===== config.mk =====
export PLATFORM = sky130hd
export DESIGN_NAME = tree_header_decoder_flat
export DESIGN_NICKNAME = d
export VERILOG_FILES = /design/src/source/huff_pkg.sv /design/src/source/code_table_if.sv /design/src/source/tree_header_decoder.sv /design/src/flat_wrapper.sv
export VERILOG_INCLUDE_DIRS = /design/src /design/src/source
export SDC_FILE = /design/constraint.sdc
export NUM_CORES = 1
export LEC_CHECK = 0
export BUFFER_PORTS_ARGS = -buffer_cell sky130_fd_sc_hd__buf_2
export CAP_MARGIN = 25
export CORE_MARGIN = 3
export CORE_UTILIZATION = 50
export DETAILED_ROUTE_END_ITERATION = 8
export PLACE_DENSITY = 0.85
export SYNTH_ARGS = -nofsm -noshare
export SYNTH_HDL_FRONTEND = slang
export SYNTH_SLANG_ARGS = --single-unit

===== constraint.sdc =====
create_clock -name clk -period 3.2 [get_ports clk]
set_input_delay 0.16 -clock clk [delete_from_list [all_inputs] [get_ports clk]]
set_output_delay 0.16 -clock clk [all_outputs]
set_load 0.01 [all_outputs]

===== src/source/huff_params.svh =====
// ************************************************
// huffman decoder parameters
// code length limit and code table geometry
// ************************************************
`ifndef HUFF_PARAMS_SVH
`define HUFF_PARAMS_SVH

// longest legal code, also the width of the path and partial code registers
`define HUFF_MAX_CODE_LEN 16

// one table entry per possible 8-bit symbol
`define HUFF_TABLE_DEPTH 256

// address width of the code table
`define HUFF_ADDR_W 8

// number of written entries, wide enough to hold 256
`define HUFF_COUNT_W 9

`endif


===== src/source/huff_pkg.sv =====
// ************************************************
// huffman decoder package
// code table entry layout and the FSM state types
// ************************************************
`include "huff_params.svh"

package huff_pkg;

    // one code table entry, 29 bits in total
    typedef struct packed {
        logic [7:0]                    symbol; // decoded byte value
        logic [`HUFF_MAX_CODE_LEN-1:0] code;   // right aligned so the first move sits highest
        logic [4:0]                    len;    // code length from 1 to 16
    } code_entry_t;

    typedef enum logic [2:0] {
        HDR_IDLE,      // waiting for start
        HDR_NODE,      // reading one node bit of the preorder tree
        HDR_SYMBOL,    // reading the eight symbol bits after a leaf bit
        HDR_WRITE,     // waiting for the table grant to store the leaf
        HDR_BACKTRACK, // climbing back to the next unvisited right branch
        HDR_DONE,      // tree complete so table_ready is strobed
        HDR_ERROR      // path grew beyond the longest legal code
    } hdr_state_t;

    typedef enum logic [2:0] {
        SYM_IDLE,    // waiting for table_ready
        SYM_COUNT,   // shifting in the 16-bit symbol count
        SYM_TAKE,    // appending one code bit to the partial code
        SYM_LOOKUP,  // requesting one table entry
        SYM_COMPARE, // read data is back and is checked against the partial code
        SYM_DONE     // all counted symbols are out
    } sym_state_t;

endpackage


===== src/source/code_table_if.sv =====
// ************************************************
// code table client bus
// one client's request, command and grant toward the
// table arbiter
// ************************************************
`timescale 1ns/1ps
`include "huff_params.svh"

interface code_table_if;
    import huff_pkg::*;

    logic                    req;   // held until gnt is seen at a rising edge
    logic                    we;    // high for a write and low for a read
    logic [`HUFF_ADDR_W-1:0] addr;
    code_entry_t             wdata;
    logic                    gnt;   // combinational grant from the arbiter
    code_entry_t             rdata; // valid in the cycle after a granted read

    modport client (output req, output we, output addr, output wdata,
                    input gnt, input rdata);

    modport arbiter (input req, input we, input addr, input wdata,
                     output gnt, output rdata);

endinterface


===== src/source/tree_header_decoder.sv =====
// ************************************************
// tree header decoder
// walks the preorder tree bits and writes one code
// table entry per leaf
// ************************************************
`timescale 1ns/1ps
`include "huff_params.svh"

module tree_header_decoder (
    input  logic                     clk,
    input  logic                     rst,
    input  logic                     start,
    input  logic                     bit_valid,
    input  logic                     bit_value,
    output logic                     take,
    output logic                     table_ready,
    output logic                     header_error,
    output logic [`HUFF_COUNT_W-1:0] entry_count,
    code_table_if.client             tbl
);
    import huff_pkg::*;

    hdr_state_t                    state;
    logic [`HUFF_MAX_CODE_LEN-1:0] path;    // moves from the root with the newest in bit 0
    logic [4:0]                    depth;   // number of valid moves in path
    logic [2:0]                    sym_bit; // symbol bits read so far
    logic [7:0]                    symbol;

    assign take         = bit_valid && (state == HDR_NODE || state == HDR_SYMBOL);
    assign table_ready  = (state == HDR_DONE);
    assign header_error = (state == HDR_ERROR);

    // the leaf index doubles as the table address
    assign tbl.req   = (state == HDR_WRITE);
    assign tbl.we    = (state == HDR_WRITE);
    assign tbl.addr  = entry_count[`HUFF_ADDR_W-1:0];
    assign tbl.wdata = '{symbol: symbol, code: path, len: depth};

    always_ff @(posedge clk or posedge rst) begin
        if (rst) begin
            state       <= HDR_IDLE;
            path        <= '0;
            depth       <= 5'd0;
            sym_bit     <= 3'd0;
            entry_count <= '0;
        end else if (start) begin
            state       <= HDR_NODE;
            path        <= '0;
            depth       <= 5'd0;
            sym_bit     <= 3'd0;
            entry_count <= '0; // old entries are ignored and then overwritten
        end else begin
            case (state)
                HDR_NODE: begin
                    if (take) begin
                        if (bit_value) begin
                            state   <= HDR_SYMBOL; // leaf bit and its symbol follows
                            sym_bit <= 3'd0;
                        end else if (depth == 5'(`HUFF_MAX_CODE_LEN)) begin
                            state <= HDR_ERROR; // one more left move would not fit
                        end else begin
                            path  <= {path[`HUFF_MAX_CODE_LEN-2:0], 1'b0};
                            depth <= depth + 5'd1;
                        end
                    end
                end
                HDR_SYMBOL: begin
                    if (take) begin
                        sym_bit <= sym_bit + 3'd1;
                        if (sym_bit == 3'd7) begin
                            state <= HDR_WRITE;
                        end
                    end
                end
                HDR_WRITE: begin
                    if (tbl.gnt) begin
                        entry_count <= entry_count + 1'b1;
                        state       <= HDR_BACKTRACK;
                    end
                end
                HDR_BACKTRACK: begin
                    if (depth == 5'd0) begin
                        state <= HDR_DONE; // back at the root with no left move open
                    end else if (path[0]) begin
                        path  <= path >> 1; // drop a right move
                        depth <= depth - 5'd1;
                    end else begin
                        path[0] <= 1'b1; // the sibling subtree comes next
                        state   <= HDR_NODE;
                    end
                end
                HDR_DONE, HDR_ERROR: state <= HDR_IDLE;
                default: state <= HDR_IDLE;
            endcase
        end
    end

    always_ff @(posedge clk) begin
        if (state == HDR_SYMBOL && take) begin
            symbol <= {symbol[6:0], bit_value};
        end
    end

    // a tree with more leaves than table entries would wrap the leaf index onto entry 0
    assert property (@(posedge clk) disable iff (rst)
        (state == HDR_WRITE) |-> (entry_count < `HUFF_TABLE_DEPTH))
        else $error("tree header holds more leaves than the code table");

    // a leaf right at the root means a single-leaf tree which has no code
    assert property (@(posedge clk) disable iff (rst)
        (state == HDR_NODE && take && bit_value) |-> (depth != 5'd0))
        else $error("leaf at depth 0 in the tree header");

endmodule


===== src/flat_wrapper.sv =====
// flat-port wrapper written by rule: the top's interface ports become plain ports
module tree_header_decoder_flat import huff_pkg::*;
  (clk, rst, start, bit_valid, bit_value, take, table_ready, header_error, entry_count, tbl_req, tbl_we, tbl_addr, tbl_wdata, tbl_gnt, tbl_rdata);
  code_table_if tbl_i ();
  input  logic clk;
  input  logic rst;
  input  logic start;
  input  logic bit_valid;
  input  logic bit_value;
  output logic take;
  output logic table_ready;
  output logic header_error;
  output logic [`HUFF_COUNT_W-1:0] entry_count;
  output wire logic [$bits(tbl_i.req)-1:0] tbl_req;
  output wire logic [$bits(tbl_i.we)-1:0] tbl_we;
  output wire logic [$bits(tbl_i.addr)-1:0] tbl_addr;
  output wire logic [$bits(tbl_i.wdata)-1:0] tbl_wdata;
  input wire logic [$bits(tbl_i.gnt)-1:0] tbl_gnt;
  input wire logic [$bits(tbl_i.rdata)-1:0] tbl_rdata;
  assign tbl_req = tbl_i.req;
  assign tbl_we = tbl_i.we;
  assign tbl_addr = tbl_i.addr;
  assign tbl_wdata = tbl_i.wdata;
  assign tbl_i.gnt = tbl_gnt;
  assign tbl_i.rdata = tbl_rdata;
  tree_header_decoder u_core (.clk(clk), .rst(rst), .start(start), .bit_valid(bit_valid), .bit_value(bit_value), .take(take), .table_ready(table_ready), .header_error(header_error), .entry_count(entry_count), .tbl(tbl_i));
endmodule

==> flow_metrics.env, run 1 <==
export IMPL_hold_slack_ns=0.06719
export IMPL_yosysWarnings=0
export IMPL_wire_per_inst_um=14.24
export IMPL_critPathLaunchType="flop"
export IMPL_clk_insertion_delay_late_ns=0.30
export IMPL_powerDensity_nw_per_um2=567.0
export IMPL_worst_slew_pin_slew_ns=0.4185
export IMPL_setup_violations_final=0
export IMPL_cp_cell_sequence="or3b_1 > inv_4 > ha_1 > a21o_1 > a21oi_1 > xor2_1 > nor2_1 > mux2_2"
export IMPL_finalSetupTns_ns=0
export IMPL_routabilityCongestion=0.8453
export IMPL_crit_path_end="u_core.depth[3]"
export IMPL_netlist_area_um2=2439
export IMPL_antenna_found_initial=0
export IMPL_htreeDepth=2
export IMPL_synth_edf_count=8
export IMPL_cp_top_family="simple AND/OR/NAND/NOR gates"
export IMPL_firstDrtPassIters=4
export IMPL_syn_inst=238
export IMPL_port_buffers=56
export IMPL_synth_top_area_share_pct=36.94
export IMPL_die_area_um2=5751
export IMPL_track_usage_pct=18.21
export IMPL_synth_flop_cell="dfrtp_1"
export IMPL_cts_num_sinks=44
export IMPL_required_ns=3.40
export IMPL_ctsResizeCount=0
export IMPL_cp_slowest_stage_delay_ns=0.56
export IMPL_viasPerCell=5.350
export IMPL_synth_compound_area_share_pct=9.800
export IMPL_power_leakage_nw=1.386
export IMPL_clk_pin_slew_worst_paths_ns=0.09
export IMPL_fp_dieW_um=75.84
export IMPL_rr_startpoint="u_core.state[0]"
export IMPL_worstPathArrival_ns=2.68
export IMPL_drv_slew=0
export IMPL_rows=24
export IMPL_syn2layout_area_growth_pct=14.78
export IMPL_maxSlewHeadroom_pct=72.10
export IMPL_ant_nets=0
export IMPL_avgSynthCellArea_um2=10.25
export IMPL_initial_core_util_pct=53.78
export IMPL_synth_xor_area_share_pct=3.951
export IMPL_cts_root_buf="clkbuf_8"
export IMPL_cp_max_fo=17
export IMPL_hpwlAfterDp_um=3556
export IMPL_synthMuxAreaShare_pct=9.903
export IMPL_overflow=0
export IMPL_yosys_register_bits=44
export IMPL_grt_pass1_vias=1772
export IMPL_cts_tree="yes"
export IMPL_vias=1878
export IMPL_synthAdderAreaFrac_pct=3.899
export IMPL_die_h_um=75.84
export IMPL_io_pins=86
export IMPL_dr_first_iter_drc_count=117
export IMPL_drive_above_1_share_pct=31.47
export IMPL_final_net_count=327
export IMPL_status="completed"
export IMPL_path_depth=8
export IMPL_grt_first_pass_wirelength_um=8017
export IMPL_hold_path_class="input pin to flop"
export IMPL_drv_cap=0
export IMPL_cts_inserted_buffers=5
export IMPL_synth_area_top_cells="dfrtp_1 (37%), edfxtp_1 (9.9%), nand2_1 (5.2%)"
export IMPL_ff2ff_setup_slack_ns=0.71
export IMPL_reg2reg_depth=8
export IMPL_yosysTopAreaCell="dfrtp_1"
export IMPL_worstSetupStartpoint="u_core.state[0]"
export IMPL_core_area_um2=4534
export IMPL_ir_worst_vdd_uv=273.0
export IMPL_fin_area_um2=2799
export IMPL_routed_wl_um=4997
export IMPL_syn_num_nets=280
export IMPL_grt_max_degree=24
export IMPL_cts_hold_fix_buffers=1
export IMPL_cts_setup_buffers=0
export IMPL_yosys_area_share_simple_pct=17.09
export IMPL_min_period_over_period_pct=77.75
export IMPL_worst_setup_path_end_kind="flop"
export IMPL_fin_crit_ns=2.488
export IMPL_place_area_um2=2696
export IMPL_clockBufferDepth=2
export IMPL_fin_skew_ns=0.004941
export IMPL_fmax_mhz=401.9
export IMPL_antennaDiodeCount=0
export IMPL_yosysSeqAreaShare_pct=46.79
export IMPL_synthArstFlopShare_pct=81.82
export IMPL_rsz0062_at_grt="no"
export IMPL_path_class="flop to flop"
export IMPL_ys_types=46
export IMPL_hold_violations=0
export IMPL_synth_top_family_by_area="simple AND/OR/NAND/NOR gates"
export IMPL_rr_endpoint="u_core.depth[3]"
export IMPL_route_detailed_drc=0
export IMPL_critical_path_buf_inv_count=1
export IMPL_crit_slowest_cell="or3b_1"
## per-stage QoR
step                      std cells  setup slack [ns]  total power [mW]  util, %
final                           351            0.7120             1.587    61.73
after global routing            351            0.5841             1.670    61.73
after CTS                       351            0.7073             1.589    61.73
after detailed placement        342            0.7443             1.231    59.46
after global placement          341            0.7640             1.209    58.86
after floorplan                 238            0.6326             1.128        -
## sequential cells by signal (all words and copies together), names as in the netlist
register,flops
u_core.depth,5
u_core.entry_count,9
u_core.path,16
u_core.state,3
u_core.sym_bit,3
u_core.symbol,8
## layer usage
layer	part of all wire, %	vias up	wire length [um]	GRT usage [%]
met3	5.1	9	253	3.430
met5	0	-	0	0
met1	45	909	2237	23.04
met2	48	53	2417	29.85
li1	-	907	-	-
met4	1.7	0	87	8.738
## cells in the final DEF, fill, tap and decap left out, drive strengths merged, types with 2 or more instances in the layout
cell / instances
a21oi: 19
nand2: 34
nand2b: 5
o21a: 2
and3: 5
edfxtp: 8
xnor2: 2
or3: 2
nor2: 17
nand3: 6
ha: 6
o21ai: 7
nand4: 3
o211ai: 2
xor2: 9
buf: 61
mux2: 15
nor4b: 3
mux2i: 5
inv: 12
clkbuf: 5
dfrtp: 36
clkinvlp: 2
## worst min path at each step
stage,cells after the start,from,to
floorplan,0,bit_value,u_core.symbol[0]
global placement,1,bit_value,u_core.symbol[0]
detailed placement,2,rst,u_core.entry_count[6]
CTS,1,bit_value,u_core.symbol[0]
global route,1,bit_value,u_core.symbol[0]
finish,1,bit_value,u_core.symbol[0]
## synth_stat cells, types with 2 or more instances
cell       n
nor4b_2    2
a21oi_1   19
nand2_1   34
nor2_1    17
o211ai_1   2
nand4_1    3
nand3_1    6
clkbuf_1   5
ha_1       6
buf_6      4
edfxtp_1   8
o21ai_0    7
buf_4     10
mux2i_1    5
mux2_2     9
inv_1     11
dfrtp_1   36
nand2b_1   5
xnor2_1    2
mux2_4     6
o21a_1     2
xor2_1     9
buf_1      2
or3_1      2
and3_1     5
## logic make-up (layout without fill, tap and decap cells)
group | count (synthesis) | count (layout)
AO/OA/AOI/OAI | 39 | 39
XOR/XNOR | 11 | 11
adder cells (fa/ha/maj) | 7 | 7
buffers and inverters | 34 | 82
flip-flops | 44 | 44
multiplexers | 20 | 20
AND/OR/NAND/NOR | 83 | 83
## where the power goes
part	switching [mW]	internal, mW
Combinational	0.309	0.220
Sequential	0.0715	0.628
Clock	0.204	0.155
Total	0.584	1.00
## final cells by class
cell class | count | area, um^2
clock buffer | 5 | 68.82
timing repair buffer | 62 | 347.8
inverter | 12 | 47.55
sequential | 44 | 1141
multi-input combinational | 160 | 1089
fill | 366 | 1735
tap | 65 | 81.33
clock inverter | 3 | 23.77
No activity file was read; power rests on OpenSTA's default activity.
==> run 2, diff against run 1 <==
--- a/config.mk
+++ b/config.mk
@@ -6,10 +6,11 @@
 export SDC_FILE = /design/constraint.sdc
 export NUM_CORES = 1
 export LEC_CHECK = 0
+export ABC_AREA = 1
 export BUFFER_PORTS_ARGS = -buffer_cell sky130_fd_sc_hd__buf_2
 export CAP_MARGIN = 25
 export CORE_MARGIN = 3
-export CORE_UTILIZATION = 50
+export CORE_UTILIZATION = 51
 export DETAILED_ROUTE_END_ITERATION = 8
 export PLACE_DENSITY = 0.85
 export SYNTH_ARGS = -nofsm -noshare
==> constraint.sdc (replaced) <==
create_clock -name clk -period 2.5 [get_ports clk]
set_input_delay 0.125 -clock clk [delete_from_list [all_inputs] [get_ports clk]]
set_output_delay 0.125 -clock clk [all_outputs]
set_load 0.01 [all_outputs]
==> run 2 against run 1 <==
  * Design area increased by 6.9%
  * Via count increased by 28%
  * Largest cell class is now multi-input combinational cells
  * Critical path type unchanged
  * Critical endpoint is now u_core.depth[4]
  * Clock skew decreased by 0.0033 ns
==> flow_metrics.env, run 2 <==
export IMPL_largest_registers="u_core.path x16, u_core.entry_count x9, u_core.symbol x8"
export IMPL_fp_dieW_um=77.86
export IMPL_hold_depth=1
export IMPL_drv_cap=0
export IMPL_synth_top_area_share_pct=34.20
export IMPL_avgSynthCellArea_um2=7.590
export IMPL_worst_setup_path_end_kind="flop"
export IMPL_fin_skew_ns=0.001642
export IMPL_p_clk_share_pct=20.4
export IMPL_intPower_mw=1.333
export IMPL_power_leakage_nw=1.679
export IMPL_rsz0062_at_grt="no"
export IMPL_yosysSeqAreaShare_pct=43.33
export IMPL_power_frac_seq_pct=40.3
export IMPL_min_to="u_core.symbol[0]"
export IMPL_rr_endpoint="u_core.depth[4]"
export IMPL_worstPathArrival_ns=2.31
export IMPL_cts_tree="yes"
export IMPL_netlist_area_um2=2634
export IMPL_fmax_mhz=472.3
export IMPL_ir_worst_vdd_uv=408.1
export IMPL_fin_area_um2=2992
export IMPL_die_area_um2=6062
export IMPL_grt_pass1_vias=2106
export IMPL_cp_max_fo=19
export IMPL_finalSetupTns_ns=0
export IMPL_place_area_um2=2888
export IMPL_hold_violations=0
export IMPL_drv_slew=0
export IMPL_synth_commonest_cells="nand2_1 (110), nand3_1 (51), dfrtp_1 (36)"
export IMPL_crit_slowest_cell="dfrtp_1"
export IMPL_die_h_um=77.86
export IMPL_ff2ff_setup_slack_ns=0.38
export IMPL_reg2reg_depth=12
export IMPL_synth_most_common_cell="nand2_1"
export IMPL_cp_cell_sequence="nor2_4 > nand2_2 > inv_1 > ha_1 > nand2_1 > nor2_1 > nor2_1 > nand3_1 > nand2_1 > nor2_1 > nand3_1 > nand2_1"
export IMPL_sw_frac_of_total_pct=41.28
export IMPL_yosysWarnings=0
export IMPL_cts_setup_buffers=0
export IMPL_hold_path_class="input pin to flop"
export IMPL_cts_num_sinks=44
export IMPL_powerDensity_nw_per_um2=758.8
export IMPL_maxSlewHeadroom_pct=58.30
export IMPL_routabilityCongestion=0.8521
export IMPL_final_common_cell="nand2_1"
export IMPL_pwr_share_comb_pct=39.4
export IMPL_final_cell_mix="nand2_1 (110), buf_2 (56), nand3_1 (51)"
export IMPL_yosysTopAreaCell="dfrtp_1"
export IMPL_setup_violations_final=0
export IMPL_clk_pin_slew_worst_paths_ns=0.08
export IMPL_clk_insertion_delay_late_ns=0.29
export IMPL_track_usage_pct=19.68
export IMPL_critPathLaunchType="flop"
export IMPL_drive_above_1_share_pct=22.98
export IMPL_route_detailed_drc=0
export IMPL_port_buffers=56
export IMPL_worst_slew_pin_slew_ns=0.6232
export IMPL_htreeDepth=2
export IMPL_top_register="u_core.path"
export IMPL_largest_reg_flops=16
export IMPL_synth_edf_count=8
export IMPL_core_area_um2=4848
export IMPL_overflow=0
export IMPL_min_period_over_period_pct=84.70
export IMPL_wire_per_inst_um=11.95
export IMPL_dr_first_iter_drc_count=161
export IMPL_rr_startpoint="u_core.state[0]"
export IMPL_clockBufferDepth=2
export IMPL_ctsResizeCount=0
export IMPL_routed_wl_um=5531
export IMPL_syn_num_nets=389
export IMPL_cp_slowest_stage_delay_ns=0.48
export IMPL_syn2layout_area_growth_pct=13.59
export IMPL_status="completed"
export IMPL_vias=2412
export IMPL_min_delay_start="bit_value"
export IMPL_fillers=425
export IMPL_cts_inserted_buffers=5
export IMPL_final_net_count=437
export IMPL_path_class="flop to flop"
export IMPL_synth_area_top_cells="dfrtp_1 (34%), nand2_1 (16%), nand3_1 (9.7%)"
export IMPL_antennaDiodeCount=0
export IMPL_io_pins=86
export IMPL_fin_crit_ns=2.117
export IMPL_yosys_register_bits=44
export IMPL_ys_types=30
export IMPL_initial_core_util_pct=54.32
export IMPL_synthArstFlopShare_pct=81.82
export IMPL_rows=25
export IMPL_grt_first_pass_wirelength_um=9735
export IMPL_required_ns=2.69
export IMPL_synth_flop_cell="dfrtp_1"
export IMPL_hpwlAfterDp_um=3894
export IMPL_p_switching_mw=0.9370
export IMPL_ant_nets=0
export IMPL_cts_root_buf="clkbuf_8"
export IMPL_antenna_found_initial=0
export IMPL_grt_max_degree=37
export IMPL_firstDrtPassIters=4
export IMPL_syn_inst=347
export IMPL_viasPerCell=5.210
run 2: changes by cell type in the layout (fill, tap and decap cells not counted), moves of 8 or more:
cell | previous run | this run
mux2_2 | 9 | 0
a21oi_1 | 19 | 8
inv_1 | 11 | 27
nand2_1 | 34 | 110
xor2_1 | 9 | 1
nand3_1 | 6 | 51
nor2_1 | 17 | 32
run 2: kinds of logic after synthesis:
group	count (synthesis)	share of synthesized area (%)
compound gates	22	4.846
fa+ha+maj	7	3.610
buf+inv	53	10.17
simple gates	220	37.72
xor+xnor	1	0.3326
flops	44	43.33
run 2: how the worst max path moves through the flow:
stage / start / endpoint / slack [ns] / depth (start not counted)
final: u_core.state[0] / u_core.depth[4] / 0.38 / 12
after global routing: u_core.state[0] / u_core.depth[4] / 0.15 / 12
after CTS: u_core.state[0] / u_core.depth[4] / 0.38 / 12
after detailed placement: u_core.state[0] / u_core.depth[4] / 0.40 / 12
after global placement: u_core.state[0] / u_core.depth[4] / 0.45 / 12
after floorplan: u_core.state[0] / u_core.depth[4] / 0.67 / 10
run 2: per-stage QoR:
| stage | hold WS (ns) | cells | worst slack (ns) | utilization, % | power [mW] |
|---|---|---|---|---|---|
| floorplan | 0.2239 | 347 | 0.6671 | - | 1.640 |
| global placement | 0.2590 | 454 | 0.4547 | 59.56 | 1.798 |
| detailed placement | 0.2632 | 454 | 0.4027 | 59.56 | 1.819 |
| CTS | 0.04597 | 463 | 0.3818 | 61.70 | 2.292 |
| global route | 0.04648 | 463 | 0.1464 | 61.70 | 2.447 |
| finish | 0.05396 | 463 | 0.3825 | 61.70 | 2.270 |
run 2: cell type report:
cell class,count,area [um^2],area share (%)
clock inverters,1,7.507,0.2509
repair buffers,62,327.8,10.96
clock buffers,7,86.33,2.886
flip-flops and latches,44,1141,38.14
inverters,32,120.1,4.015
multi-input cells,250,1225,40.95
well taps,67,83.83,2.802
run 2: power by group through the flow:
stage | clock, mW | sequential, mW | combinational [mW]
6_report | 0.462 | 0.914 | 0.894
5_1_grt | 0.514 | 0.931 | 1.00
4_1_cts | 0.481 | 0.915 | 0.895
3_5_place_dp | 0 | 0.929 | 0.890
3_3_place_gp | 0 | 0.927 | 0.871
2_1_floorplan | 0 | 0.935 | 0.705
run 2: repair_timing:
item,in CTS,in global routing
hold buffers,1,0
endpoints found under the setup margin,0,0
endpoints found under the hold margin,36,0
run 2: layer usage:
layer / GRT usage [%] / up-vias / share of wire (%)
met5: 0 / - / 0
met4: 6.228 / 0 / 1.6
met3: 4.060 / 8 / 6.5
met2: 32.02 / 87 / 46
met1: 26.25 / 1109 / 46
li1: - / 1208 / -
run 2: critical path: cells and delay by family, from the launching register on:
| kind | cells | cell delay, ns |
|---|---|---|
| fa+ha+maj | 1 | 0.30 |
| buf+inv | 1 | 0.22 |
| flops | 1 | 0.48 |
| simple gates | 10 | 1.02 |
